### src/verilog/rvIsaPkg.sv
package rvIsaPkg;

	localparam int XLEN = 32;

	// Major opcodes, instr[6:0]
	localparam logic [6:0] OpReg    = 7'b0110011;
	localparam logic [6:0] OpImm    = 7'b0010011;
	localparam logic [6:0] OpLui    = 7'b0110111;
	localparam logic [6:0] OpAuipc  = 7'b0010111;
	localparam logic [6:0] OpLoad   = 7'b0000011;
	localparam logic [6:0] OpStore  = 7'b0100011;
	localparam logic [6:0] OpJal    = 7'b1101111;
	localparam logic [6:0] OpJalr   = 7'b1100111;
	localparam logic [6:0] OpBranch = 7'b1100011;

	localparam logic [XLEN-1:0] ResetPc = 32'h0;

	typedef enum logic [3:0] {
		AluAdd,
		AluSub,
		AluAnd,
		AluOr,
		AluXor,
		AluSlt,
		AluSltu,
		AluSll,
		AluSrl,
		AluSra,
		AluPassB,
		AluPcAdd
	} aluOpE;

	typedef enum logic [2:0] {
		BrNone,
		BrEq,
		BrNe,
		BrLt,
		BrGe,
		BrLtu,
		BrGeu
	} brCondE;

	typedef enum logic [1:0] {
		WbAlu,
		WbMem,
		WbPc4
	} wbSelE;

	typedef struct packed {
		logic regWrite;
		logic memRead;
		logic memWrite;
		wbSelE wbSel;
		logic aluSrcImm;
		logic aluSrcPc;
		aluOpE aluOp;
		brCondE brCond;
		logic isJal;
		logic isJalr;
		logic illegal;
	} ctrlWordT;

	typedef struct packed {
		logic [XLEN-1:0] pc;
		logic [31:0] instr;
		logic [4:0] rd;
		logic [XLEN-1:0] rdValue;
		logic rdWrite;
	} retireT;

endpackage

### src/verilog/rvBusPkg.sv
package rvBusPkg;

	// Wait cycles allowed per access before the core gives up
	localparam int BusTimeoutCycles = 16;
	localparam int TimerWidth = 5;

	typedef struct packed {
		logic psel;
		logic penable;
		logic pwrite;
		logic [31:0] paddr;
		logic [31:0] pwdata;
	} apbReqT;

	typedef struct packed {
		logic pready;
		logic pslverr;
		logic [31:0] prdata;
	} apbRspT;

endpackage

### src/verilog/controlDecoder.sv
module controlDecoder (
	input logic [31:0] instr,
	output rvIsaPkg::ctrlWordT ctrl
);

	logic [6:0] opcode;
	logic [2:0] funct3;
	logic [6:0] funct7;
	logic isShift;
	logic altOk;

	assign opcode = instr[6:0];
	assign funct3 = instr[14:12];
	assign funct7 = instr[31:25];
	assign isShift = funct3 == 3'b001 || funct3 == 3'b101;
	// Only ADD/SUB and SRL/SRA have an alternate form
	assign altOk = funct3 == 3'b000 || funct3 == 3'b101;

	function automatic rvIsaPkg::aluOpE aluOpFor(input logic [2:0] f3, input logic alt);
		case (f3)
			3'b000: return alt ? rvIsaPkg::AluSub : rvIsaPkg::AluAdd;
			3'b001: return rvIsaPkg::AluSll;
			3'b010: return rvIsaPkg::AluSlt;
			3'b011: return rvIsaPkg::AluSltu;
			3'b100: return rvIsaPkg::AluXor;
			3'b101: return alt ? rvIsaPkg::AluSra : rvIsaPkg::AluSrl;
			3'b110: return rvIsaPkg::AluOr;
			default: return rvIsaPkg::AluAnd;
		endcase
	endfunction

	always_comb begin
		ctrl = '0;
		ctrl.illegal = 1'b1;
		case (opcode)
			rvIsaPkg::OpReg: begin
				if (funct7 == 7'b0000000 || (funct7 == 7'b0100000 && altOk)) begin
					ctrl.illegal = 1'b0;
					ctrl.regWrite = 1'b1;
					ctrl.aluOp = aluOpFor(funct3, funct7[5]);
				end
			end
			rvIsaPkg::OpImm: begin
				if (!isShift || funct7 == 7'b0000000
						|| (funct7 == 7'b0100000 && funct3 == 3'b101)) begin
					ctrl.illegal = 1'b0;
					ctrl.regWrite = 1'b1;
					ctrl.aluSrcImm = 1'b1;
					// ADDI never becomes a subtract
					ctrl.aluOp = aluOpFor(funct3, isShift && funct7[5]);
				end
			end
			rvIsaPkg::OpLui: begin
				ctrl.illegal = 1'b0;
				ctrl.regWrite = 1'b1;
				ctrl.aluSrcImm = 1'b1;
				ctrl.aluOp = rvIsaPkg::AluPassB;
			end
			rvIsaPkg::OpAuipc: begin
				ctrl.illegal = 1'b0;
				ctrl.regWrite = 1'b1;
				ctrl.aluSrcImm = 1'b1;
				ctrl.aluSrcPc = 1'b1;
				ctrl.aluOp = rvIsaPkg::AluPcAdd;
			end
			rvIsaPkg::OpLoad: begin
				if (funct3 == 3'b010) begin
					ctrl.illegal = 1'b0;
					ctrl.regWrite = 1'b1;
					ctrl.memRead = 1'b1;
					ctrl.wbSel = rvIsaPkg::WbMem;
					ctrl.aluSrcImm = 1'b1;
				end
			end
			rvIsaPkg::OpStore: begin
				if (funct3 == 3'b010) begin
					ctrl.illegal = 1'b0;
					ctrl.memWrite = 1'b1;
					ctrl.aluSrcImm = 1'b1;
				end
			end
			rvIsaPkg::OpJal: begin
				ctrl.illegal = 1'b0;
				ctrl.regWrite = 1'b1;
				ctrl.wbSel = rvIsaPkg::WbPc4;
				ctrl.aluSrcImm = 1'b1;
				ctrl.aluSrcPc = 1'b1;
				ctrl.aluOp = rvIsaPkg::AluPcAdd;
				ctrl.isJal = 1'b1;
			end
			rvIsaPkg::OpJalr: begin
				if (funct3 == 3'b000) begin
					ctrl.illegal = 1'b0;
					ctrl.regWrite = 1'b1;
					ctrl.wbSel = rvIsaPkg::WbPc4;
					ctrl.aluSrcImm = 1'b1;
					ctrl.isJalr = 1'b1;
				end
			end
			rvIsaPkg::OpBranch: begin
				ctrl.illegal = 1'b0;
				case (funct3)
					3'b000: ctrl.brCond = rvIsaPkg::BrEq;
					3'b001: ctrl.brCond = rvIsaPkg::BrNe;
					3'b100: ctrl.brCond = rvIsaPkg::BrLt;
					3'b101: ctrl.brCond = rvIsaPkg::BrGe;
					3'b110: ctrl.brCond = rvIsaPkg::BrLtu;
					3'b111: ctrl.brCond = rvIsaPkg::BrGeu;
					default: ctrl.illegal = 1'b1;
				endcase
			end
			default: ;
		endcase
	end

endmodule

### src/verilog/aluUnit.sv
module aluUnit (
	input logic [31:0] opA,
	input logic [31:0] opB,
	input rvIsaPkg::aluOpE aluOp,
	input rvIsaPkg::brCondE brCond,
	output logic [31:0] result,
	output logic brTaken
);

	logic [4:0] shamt;
	logic ltSigned;
	logic ltUnsigned;
	logic equal;

	assign shamt = opB[4:0];
	assign ltSigned = $signed(opA) < $signed(opB);
	assign ltUnsigned = opA < opB;
	assign equal = opA == opB;

	always_comb begin
		case (aluOp)
			rvIsaPkg::AluAdd,
			rvIsaPkg::AluPcAdd: result = opA + opB;
			rvIsaPkg::AluSub: result = opA - opB;
			rvIsaPkg::AluAnd: result = opA & opB;
			rvIsaPkg::AluOr: result = opA | opB;
			rvIsaPkg::AluXor: result = opA ^ opB;
			rvIsaPkg::AluSlt: result = {31'b0, ltSigned};
			rvIsaPkg::AluSltu: result = {31'b0, ltUnsigned};
			rvIsaPkg::AluSll: result = opA << shamt;
			rvIsaPkg::AluSrl: result = opA >> shamt;
			rvIsaPkg::AluSra: result = $unsigned($signed(opA) >>> shamt);
			rvIsaPkg::AluPassB: result = opB;
			default: result = '0;
		endcase
	end

	// Branch compare runs on the same operands
	always_comb begin
		case (brCond)
			rvIsaPkg::BrEq: brTaken = equal;
			rvIsaPkg::BrNe: brTaken = !equal;
			rvIsaPkg::BrLt: brTaken = ltSigned;
			rvIsaPkg::BrGe: brTaken = !ltSigned;
			rvIsaPkg::BrLtu: brTaken = ltUnsigned;
			rvIsaPkg::BrGeu: brTaken = !ltUnsigned;
			default: brTaken = 1'b0;
		endcase
	end

endmodule

### src/verilog/regFile.sv
module regFile (
	input logic clk,
	input logic rstN,
	input logic [4:0] rs1Addr,
	input logic [4:0] rs2Addr,
	output logic [31:0] rs1Data,
	output logic [31:0] rs2Data,
	input logic wrEn,
	input logic [4:0] wrAddr,
	input logic [31:0] wrData
);

	logic [31:0] regs [32];

	always_ff @(posedge clk or negedge rstN) begin
		if (!rstN) begin
			for (int i = 0; i < 32; i++) begin
				regs[i] <= '0;
			end
		end else if (wrEn && wrAddr != 5'd0) begin
			regs[wrAddr] <= wrData;
		end
	end

	// x0 is never written, so it reads back zero
	assign rs1Data = regs[rs1Addr];
	assign rs2Data = regs[rs2Addr];

endmodule

### src/verilog/coreSequencer.sv
module coreSequencer (
	input logic clk,
	input logic rstN,
	output logic [31:0] instr,
	input rvIsaPkg::ctrlWordT ctrl,
	output logic [4:0] rs1Addr,
	output logic [4:0] rs2Addr,
	input logic [31:0] rs1Data,
	input logic [31:0] rs2Data,
	output logic [31:0] opA,
	output logic [31:0] opB,
	output rvIsaPkg::aluOpE aluOp,
	output rvIsaPkg::brCondE brCond,
	input logic [31:0] result,
	input logic brTaken,
	output logic wrEn,
	output logic [4:0] wrAddr,
	output logic [31:0] wrData,
	output rvBusPkg::apbReqT apbReq,
	input rvBusPkg::apbRspT apbRsp,
	output logic apbAccess,
	input logic timeout,
	output logic retireValid,
	output rvIsaPkg::retireT retire,
	output logic halted,
	output logic busError
);

	typedef enum logic [2:0] {
		FetchSetup,
		FetchAccess,
		Decode,
		Execute,
		MemSetup,
		MemAccess,
		WriteBack,
		Halt
	} stateE;

	stateE state;
	stateE stateNext;
	logic [rvIsaPkg::XLEN-1:0] pc;
	logic [rvIsaPkg::XLEN-1:0] pcNext;
	logic [rvIsaPkg::XLEN-1:0] nextPc;
	logic [rvIsaPkg::XLEN-1:0] pcPlus4;
	logic [31:0] instrReg;
	logic [31:0] immNext;
	logic [31:0] immReg;
	logic [31:0] rs1Reg;
	logic [31:0] rs2Reg;
	logic [31:0] resultReg;
	logic [31:0] loadReg;
	logic [31:0] wbData;
	logic memPhase;
	logic accessPhase;
	logic busFail;

	assign instr = instrReg;
	assign rs1Addr = instrReg[19:15];
	assign rs2Addr = instrReg[24:20];
	assign pcPlus4 = pc + 32'd4;
	assign memPhase = state == MemSetup || state == MemAccess;
	assign accessPhase = state == FetchAccess || state == MemAccess;
	assign busFail = accessPhase && (timeout || (apbRsp.pready && apbRsp.pslverr));

	always_comb begin
		case (instrReg[6:0])
			rvIsaPkg::OpStore: immNext = {{20{instrReg[31]}}, instrReg[31:25], instrReg[11:7]};
			rvIsaPkg::OpBranch: immNext = {{19{instrReg[31]}}, instrReg[31], instrReg[7],
				instrReg[30:25], instrReg[11:8], 1'b0};
			rvIsaPkg::OpLui,
			rvIsaPkg::OpAuipc: immNext = {instrReg[31:12], 12'b0};
			rvIsaPkg::OpJal: immNext = {{11{instrReg[31]}}, instrReg[31], instrReg[19:12],
				instrReg[20], instrReg[30:21], 1'b0};
			default: immNext = {{20{instrReg[31]}}, instrReg[31:20]};
		endcase
	end

	assign opA = ctrl.aluSrcPc ? pc : rs1Reg;
	assign opB = ctrl.aluSrcImm ? immReg : rs2Reg;
	assign aluOp = ctrl.aluOp;
	assign brCond = ctrl.brCond;

	always_comb begin
		if (ctrl.isJalr) begin
			pcNext = {result[31:1], 1'b0};
		end else if (ctrl.isJal) begin
			pcNext = result;
		end else if (brTaken) begin
			pcNext = pc + immReg;
		end else begin
			pcNext = pcPlus4;
		end
	end

	always_comb begin
		stateNext = state;
		case (state)
			FetchSetup: stateNext = FetchAccess;
			FetchAccess: begin
				if (busFail) stateNext = Halt;
				else if (apbRsp.pready) stateNext = Decode;
			end
			Decode: stateNext = ctrl.illegal ? Halt : Execute;
			Execute: stateNext = (ctrl.memRead || ctrl.memWrite) ? MemSetup : WriteBack;
			MemSetup: stateNext = MemAccess;
			MemAccess: begin
				if (busFail) stateNext = Halt;
				else if (apbRsp.pready) stateNext = WriteBack;
			end
			WriteBack: stateNext = FetchSetup;
			// Out of reset the core idles here one edge before the first fetch
			Halt: if (!halted) stateNext = FetchSetup;
			default: stateNext = Halt;
		endcase
	end

	always_ff @(posedge clk or negedge rstN) begin
		if (!rstN) begin
			state <= Halt;
			pc <= rvIsaPkg::ResetPc;
			halted <= 1'b0;
			busError <= 1'b0;
		end else begin
			state <= stateNext;
			if (state == WriteBack) pc <= nextPc;
			if (state == Decode && ctrl.illegal) halted <= 1'b1;
			if (busFail) begin
				halted <= 1'b1;
				busError <= 1'b1;
			end
		end
	end

	always_ff @(posedge clk) begin
		if (state == FetchAccess && apbRsp.pready) instrReg <= apbRsp.prdata;
		if (state == Decode) begin
			rs1Reg <= rs1Data;
			rs2Reg <= rs2Data;
			immReg <= immNext;
		end
		if (state == Execute) begin
			resultReg <= result;
			nextPc <= pcNext;
		end
		if (state == MemAccess && apbRsp.pready) loadReg <= apbRsp.prdata;
	end

	// APB master, address and data held steady by the state registers
	assign apbReq.psel = state == FetchSetup || state == FetchAccess || memPhase;
	assign apbReq.penable = accessPhase;
	assign apbReq.pwrite = memPhase && ctrl.memWrite;
	assign apbReq.paddr = memPhase ? resultReg : pc;
	assign apbReq.pwdata = rs2Reg;
	assign apbAccess = accessPhase;

	always_comb begin
		case (ctrl.wbSel)
			rvIsaPkg::WbMem: wbData = loadReg;
			rvIsaPkg::WbPc4: wbData = pcPlus4;
			default: wbData = resultReg;
		endcase
	end

	assign wrEn = state == WriteBack && ctrl.regWrite;
	assign wrAddr = instrReg[11:7];
	assign wrData = wbData;

	assign retireValid = state == WriteBack;
	assign retire.pc = pc;
	assign retire.instr = instrReg;
	assign retire.rd = ctrl.regWrite ? instrReg[11:7] : 5'd0;
	assign retire.rdValue = (ctrl.regWrite && instrReg[11:7] != 5'd0) ? wbData : '0;
	assign retire.rdWrite = ctrl.regWrite;

endmodule

### src/verilog/busWaitTimer.sv
module busWaitTimer (
	input logic clk,
	input logic rstN,
	input logic apbAccess,
	input logic pready,
	output logic timeout
);

	logic [rvBusPkg::TimerWidth-1:0] count;

	always_ff @(posedge clk or negedge rstN) begin
		if (!rstN) begin
			count <= '0;
		end else if (!apbAccess || pready) begin
			count <= '0;
		end else if (!timeout) begin
			count <= count + 1'b1;
		end
	end

	// Fires in the cycle the limit is reached, still without pready
	assign timeout = apbAccess && !pready
		&& count == rvBusPkg::TimerWidth'(rvBusPkg::BusTimeoutCycles);

endmodule

### src/verilog/rvCore.sv
module rvCore (
	input logic clk,
	input logic rstN,
	output rvBusPkg::apbReqT apbReq,
	input rvBusPkg::apbRspT apbRsp,
	output logic retireValid,
	output rvIsaPkg::retireT retire,
	output logic halted,
	output logic busError
);

	logic [31:0] instr;
	rvIsaPkg::ctrlWordT ctrl;
	logic [4:0] rs1Addr;
	logic [4:0] rs2Addr;
	logic [31:0] rs1Data;
	logic [31:0] rs2Data;
	logic [31:0] opA;
	logic [31:0] opB;
	rvIsaPkg::aluOpE aluOp;
	rvIsaPkg::brCondE brCond;
	logic [31:0] result;
	logic brTaken;
	logic wrEn;
	logic [4:0] wrAddr;
	logic [31:0] wrData;
	logic apbAccess;
	logic timeout;

	coreSequencer sequencer (
		.clk(clk), .rstN(rstN), .instr(instr), .ctrl(ctrl),
		.rs1Addr(rs1Addr), .rs2Addr(rs2Addr), .rs1Data(rs1Data), .rs2Data(rs2Data),
		.opA(opA), .opB(opB), .aluOp(aluOp), .brCond(brCond),
		.result(result), .brTaken(brTaken),
		.wrEn(wrEn), .wrAddr(wrAddr), .wrData(wrData),
		.apbReq(apbReq), .apbRsp(apbRsp), .apbAccess(apbAccess), .timeout(timeout),
		.retireValid(retireValid), .retire(retire), .halted(halted), .busError(busError)
	);

	controlDecoder decoder (.instr(instr), .ctrl(ctrl));

	aluUnit alu (
		.opA(opA), .opB(opB), .aluOp(aluOp), .brCond(brCond),
		.result(result), .brTaken(brTaken)
	);

	regFile regs (
		.clk(clk), .rstN(rstN), .rs1Addr(rs1Addr), .rs2Addr(rs2Addr),
		.rs1Data(rs1Data), .rs2Data(rs2Data),
		.wrEn(wrEn), .wrAddr(wrAddr), .wrData(wrData)
	);

	busWaitTimer waitTimer (
		.clk(clk), .rstN(rstN), .apbAccess(apbAccess), .pready(apbRsp.pready),
		.timeout(timeout)
	);

endmodule

### config.mk
export PLATFORM = sky130hd
export DESIGN_NAME = rvCore
export DESIGN_NICKNAME = d
export VERILOG_FILES = /design/src/verilog/rvIsaPkg.sv /design/src/verilog/rvBusPkg.sv /design/src/verilog/controlDecoder.sv /design/src/verilog/aluUnit.sv /design/src/verilog/regFile.sv /design/src/verilog/coreSequencer.sv /design/src/verilog/busWaitTimer.sv /design/src/verilog/rvCore.sv
export SDC_FILE = /design/constraint.sdc
export NUM_CORES = 2
export LEC_CHECK = 0
export ABC_CLOCK_PERIOD_IN_PS = 25800
export BUFFER_PORTS_ARGS = -buffer_cell sky130_fd_sc_hd__buf_2
export CORE_ASPECT_RATIO = 1.1
export CORE_MARGIN = 2
export CORE_UTILIZATION = 40
export CTS_BUF_LIST = sky130_fd_sc_hd__clkbuf_2
export DETAILED_ROUTE_END_ITERATION = 10
export HOLD_SLACK_MARGIN = 0.05
export PLACE_DENSITY = 0.66
export RECOVER_POWER = 50
export SLEW_MARGIN = 20
export SYNTH_ARGS = -nofsm -noshare
export SYNTH_HDL_FRONTEND = slang
export SYNTH_SLANG_ARGS = --single-unit
export TNS_END_PERCENT = 30
### constraint.sdc
create_clock -name clk -period 25.8 [get_ports clk]
set_input_delay 3.87 -clock clk [delete_from_list [all_inputs] [get_ports clk]]
set_output_delay 3.87 -clock clk [all_outputs]
set_load 0.01 [all_outputs]
### Word-level counts from Yosys, hierarchy flattened

Cells that the tools add are included.

* $add $sub $neg: 5
* magnitude comparators: 6
* eq/ne operators: 49
* shift operators: 3
* multiplexer cells: 65
* bitwise operators: 6
* reduce and logical (&&, ||, !) cells: 46

Operators with widths (count)
* 1024-bit bitwise mux: 1
* 32-bit two-way mux: 12
* 32-bit case mux with 11 select lines: 1
* 32-bit binary-select mux with 5-bit select: 2
* 32-bit demux with 5-bit select: 1
* 31-bit case mux with 4 select lines: 1
* 32-bit adder: 2
* 32-bit less-than comparator: 2
* 32-bit case mux with 2 select lines: 1
* 4-bit case mux with 7 select lines: 2
* 3-bit equality test, second input constant: 11
* 32-bit by 3-bit adder with 32-bit output, second input constant: 1
* 32-bit bitwise AND: 1
* 32-bit equality test: 1
* 32-bit bitwise OR: 1
* 32-bit by 5-bit left shift with 32-bit output: 1
* 32-bit by 5-bit >> shifter with 32-bit output: 1
* 32-bit by 5-bit >>> shifter with 32-bit output: 1
* 32-bit subtractor: 1
* 32-bit XOR: 1
* 7-bit by 6-bit equality test with 1-bit output, second input constant: 4
* 3-bit two-way mux: 8
* 3-bit case mux with 8 select lines: 1
* 7-bit equality test, second input constant: 3
* 39 further kinds: 119

* register bits: 1290
* logic and storage cells: 225

### Logic depth before layout (Yosys ltp)

* depth after elaboration: 14
* gate-level depth with buffers: 27

### Modules after synthesis

A second synthesis with hierarchy kept.

* cells, all modules: 7259
* area total of the unflattened synthesis: 79573.8 µm²

By module, submodules not included
* regFile: instances 1, cells each 4601, area an instance 55942.4 µm², seq. area each 25624.6 µm²
* coreSequencer: instances 1, cells each 1211, area an instance 13890.8 µm², seq. area each 7656.1 µm²
* aluUnit: instances 1, cells each 1350, area an instance 8941.1 µm², seq. area each 0.0 µm²
* controlDecoder: instances 1, cells each 69, area an instance 471.7 µm², seq. area each 0.0 µm²
* busWaitTimer: instances 1, cells each 28, area an instance 327.8 µm², seq. area each 125.1 µm²

### Worst setup path after synthesis

OpenSTA, ideal clock, no wires.

* kind: register to register
* from: reg sequencer.state[1]
* to: reg sequencer.state[2]
* setup time: 0.077 ns
* arrival time: 8.160 ns
* data required time: 25.723 ns
* slack: 17.563 ns
* stages on the path, launching flop included: 7
* buffers on the path: 1
* clock period less this slack: 8.237 ns
* cells stage by stage: dfstp_2 > clkbuf_1 > inv_1 > nor3_1 > a21boi_0 > nor3_1 > a31oi_1

* word-level cells in the longest chain between the ends: 8

Ends and longest elaborated chain
* start: declaration: RTL line coreSequencer.sv:40 `stateE state;`
* start signal: assignment: RTL line coreSequencer.sv:120 `state <= Halt;`
* start signal: assignment: RTL line coreSequencer.sv:125 `state <= stateNext;`
* 3-bit by 1-bit equality test with 1-bit output or 3-bit equality test (tied branches): RTL line coreSequencer.sv:63, coreSequencer.sv:98
* 1-bit logical OR: RTL line coreSequencer.sv:63 `assign accessPhase = state == FetchAccess || state == MemAccess;`
* 1-bit logical AND: RTL line busWaitTimer.sv:22 `assign timeout = apbAccess && !pready`
* 1-bit logical AND: RTL line busWaitTimer.sv:23 `&& count == rvBusPkg::TimerWidth'(rvBusPkg::BusTimeoutCycles);`
* 1-bit logical OR: RTL line coreSequencer.sv:64 `assign busFail = accessPhase && (timeout || (apbRsp.pready && apbRsp.pslverr));`
* 1-bit logical AND: RTL line coreSequencer.sv:64
* 3-bit two-way mux (tied with other cells): RTL line coreSequencer.sv:108 `if (busFail) stateNext = Halt;`
* 3-bit case mux with 8 select lines or 3-bit AND reduction (tied branches)

Parallel ways exist; a longest one is shown, timed or not.
A chain may end at the register's enable or synchronous reset.

### Worst setup path after layout

* from: reg sequencer.instrReg[21], in the netlist sequencer.instr[21]
* to: reg sequencer.rs2Reg[15] (data pin)

* word-level cells in the longest chain between the ends: 4

Ends and longest elaborated chain
* start: declaration: RTL line coreSequencer.sv:46 `logic [31:0] instrReg;`
* start signal: assignment: RTL line coreSequencer.sv:136 `if (state == FetchAccess && apbRsp.pready) instrReg <= apbRsp.prdata;`
* 5-bit NOT with 6-bit output (implied by the code): RTL line regFile.sv:27 `assign rs2Data = regs[rs2Addr];`
* 32-bit binary-select mux with 5-bit select: RTL line regFile.sv:27
* 32-bit two-way mux (implied by the code) (2 in series): RTL line regFile.sv:27
* via regs.rs2Data[15]: RTL line regFile.sv:7 `output logic [31:0] rs2Data,`
* end signal: assignment: RTL line coreSequencer.sv:139 `rs2Reg <= rs2Data;`
* end: declaration: RTL line coreSequencer.sv:50 `logic [31:0] rs2Reg;`

The timed path passes the listed nets, and every way through them passes these cells. The select of a mux whose other input is x is not followed.

==> reports/metrics.yaml <==
sta:
  period_minus_slack_ps: 15540
  hold_viol: 0
  maxSlewHeadroom: -5.03
  tns_ps: 0
  setup_viol: 0
  rsz0062_at_grt: "no"
  period_share: 0.602
  worst_pin_slew_ps: 9050
  layout_setup_ws_ps: 10260
  fmax_ghz: 0.0644
  fin_skew_ps: 158
  slew_violations: 3078
floorplan:
  pin_count: 208
  rows: 166
  fp.dieArea_um2: 191000
  dieWidth_um: 417
  start_util: 0.403
  core-area_um2: 186000
  die_h_um: 459
logic_synthesis:
  synth-edff-count: 224
  synthesis.area_um2: 75100
  synth_warnings: 0
  ys_ff_latch: 1290
  synth_cell_types: 100
  synth_nets: 7147
  ys.flop_type: "dfrtp_1"
  synthArstFlopShare: 0.826
  seq_area_frac_synth: 0.445
  synthCells: 6961
  postSynthAreaPerCell_um2: 10.8
clock_network:
  path_clk_slew_ps: 110
  root_buffer: "clkbuf_2"
  ctsHtreeMaxLevel: 5
  numCtsBuffers: 346
  clk_latency_ps: 1810
  ctsResizeCount: 0
  clk_path_buf_depth: 4
  post-cts-setup-buffers: 0
  clock_sinks: 1290
  cts_tree: "built"
  cts_hold_buf: 0
critical_path:
  crit_fanout: 140
  timing.rr.end: "sequencer.rs2Reg[15]"
  crit_path_cell_trace: "clkbuf_1 > clkbuf_1 > mux4_2 > mux4_2 > mux2_1"
  worstRegToRegCells: 5
  arrival_ps: 17030
  startpoint_type: "register"
  max_stage_delay_ps: 6830
  worst-setup-path-type: "register to register"
  r2r_slack_ps: 10260
  timing.rr.start: "sequencer.instr[21]"
  required_ps: 27290
  worstSetupEndpointType: "register"
  slowest_stage: "clkbuf_1"
place:
  place_congestion: 1.02
  placed_cell_area_um2: 78400
  dp.cells: 9103
  io_buffers: 207
  pre_cts_slack_ps: 17480
  hpwl_um: 184000
route:
  firstDrtPassIters: 6
  drtAntennaViolNets: 0
  wirelength_um: 286000
  drtIter0Drc: 7558
  drc: 0
  routedWlPerCell_um: 29.4
  vias: 61100
  viasPerCell: 6.28
global_routing:
  grt_pass1_wl_um: 415000
  grt_max_degree: 195
  use_met1: 0.394
  use_met3: 0.0752
  grt_pass1_vias: 59700
  grt_usage: 0.296
  top_usage_layer: "met2"
  grt_overflow: 0
  use_met2: 0.444
  antenna_found_initial: 19
cells_and_area:
  drive_gt1_frac: 0.229
  fin_nets: 7204
  final_cell_mix: "1299 x nand2_1, 1152 x o21ai_0, 1063 x dfrtp_1"
  finalNonFillerCells: 9725
  fin_area_um2: 81100
  nFillCells: 17600
  syn2layout_area_growth_pct: 7.95
  final_common_cell: "nand2_1"
power:
  power-per-cell-area_nw_per_um2: 76.4
  power.leakage_nw: 34.1
  max-vdd-ir-drop_mv: 0.0581
min_path:
  hp-start: "sequencer.nextPc[18]"
  hold-path-cell-count: 2
  hold_path_class: "register to register"
  min_to: "sequencer.pc[18]"
outcome:
  violations: "max-capacitance violations, max-slew violations"
  outcome: "finished with violations"
run:
  timing.max_cap.violations: 47
-- metrics by stage --
stage	hold slack (ps)	power, mW	util
final	296	6.20	0.435
after global routing	360	6.46	0.435
after CTS	306	6.13	0.437
after detailed placement	384	4.68	0.421
after global placement	376	4.67	0.421
after floorplan	415	3.76	-
-- flip-flops by register name, indices dropped and copies added (netlist names) --
| register | flops |
|---|---|
| sequencer.rs2Reg | 32 |
| regs.regs | 1024 |
| sequencer.loadReg | 32 |
| sequencer.instr | 32 |
| sequencer.nextPc | 32 |
| sequencer.pc | 32 |
| sequencer.halted | 1 |
| sequencer.state | 3 |
| waitTimer.count | 5 |
| sequencer.busError | 1 |
| sequencer.immReg | 32 |
| sequencer.rs1Reg | 32 |
| sequencer.resultReg | 32 |
-- worst max-delay path by stage --
stage                                end  depth (start not counted)                 from  slack [ps]
floorplan             sequencer.state[2]                          6   sequencer.state[1]       17560
global placement          regs.regs[967]                          5                 rstN       17590
detailed placement        regs.regs[330]                          5                 rstN       17480
CTS                           retire[27]                          9  sequencer.instr[12]       15820
global route        sequencer.rs2Reg[15]                          5  sequencer.instr[21]       10020
finish              sequencer.rs2Reg[15]                          5  sequencer.instr[21]       10260
-- Yosys cell counts, drive strengths merged, types with 7 or more instances --
library cell,n,share of area
o21bai,28,0.0028
a21boi,16,0.0016
nor2,267,0.013
o21ai,1160,0.077
dfrtp,1063,0.35
nand2,1308,0.065
nor4,21,0.0017
nand2b,16,0.0013
a311oi,8,0.0012
clkbuf,532,0.027
a31oi,26,0.0024
buf,116,0.0072
o21a,17,0.0017
inv,114,0.0057
ha,147,0.024
nor2b,17,0.0014
a211oi,34,0.0035
o31ai,14,0.0014
o22ai,14,0.0013
nand4,12,0.0010
nand3,88,0.0059
and2,29,0.0024
nor3,66,0.0045
xor2,19,0.0022
a21o,52,0.0052
or3,16,0.0013
or2,7,0.00058
a21oi,213,0.014
a221oi,28,0.0033
a221o,10,0.0013
o2111ai,7,0.00082
or4,7,0.00070
and4,8,0.00093
and3,33,0.0028
mux4,649,0.19
o211ai,58,0.0059
o221ai,24,0.0028
xnor2,46,0.0054
edfxtp,224,0.090
mux2i,158,0.021
a22oi,40,0.0040
a211o,12,0.0014
mux2,139,0.021
-- worst max-delay path, delay by kind of cell (launching register included) --
kind                   cells  cell delay (ps)
DFF                        1              620
buffers and inverters      2            12460
muxes                      3             1900
-- logic make-up (layout without fill, tap and decap cells) --
group	after synthesis	after routing	share of synthesized area
flops	1290	1290	0.445
simple gates	1912	1912	0.105
buf+inv	764	1075	0.0396
xor+xnor	65	65	0.00758
mux	946	946	0.237
compound gates	1834	1834	0.141
fa+ha+maj	150	150	0.0253
other cells	0	17	0
-- report_power, final --
group | internal [mW] | total, mW | switching (mW)
Combinational | 0.742 | 2.27 | 1.53
Clock | 0.565 | 1.46 | 0.892
Sequential | 2.25 | 2.47 | 0.214
-- routing by layer --
layer	part of all wire	vias up	wire length, um
li1	-	26000	-
met1	0.39	30700	111000
met2	0.45	3669	127000
met3	0.11	744	30300
met5	0.00016	-	45
met4	0.059	6	16900
-- cell type report --
cell class | count | area, um2 | area share
multi-input cells | 4907 | 39000 | 0.481
flip-flops and latches | 1290 | 33400 | 0.412
well taps | 2436 | 3050 | 0.0376
clock buffers | 496 | 2480 | 0.0306
repair buffers | 357 | 2150 | 0.0265
clock inverters | 106 | 552 | 0.00680
inverters | 116 | 435 | 0.00537
diodes | 17 | 42.5 | 0.000524
No activity file was read; power rests on OpenSTA's default activity.
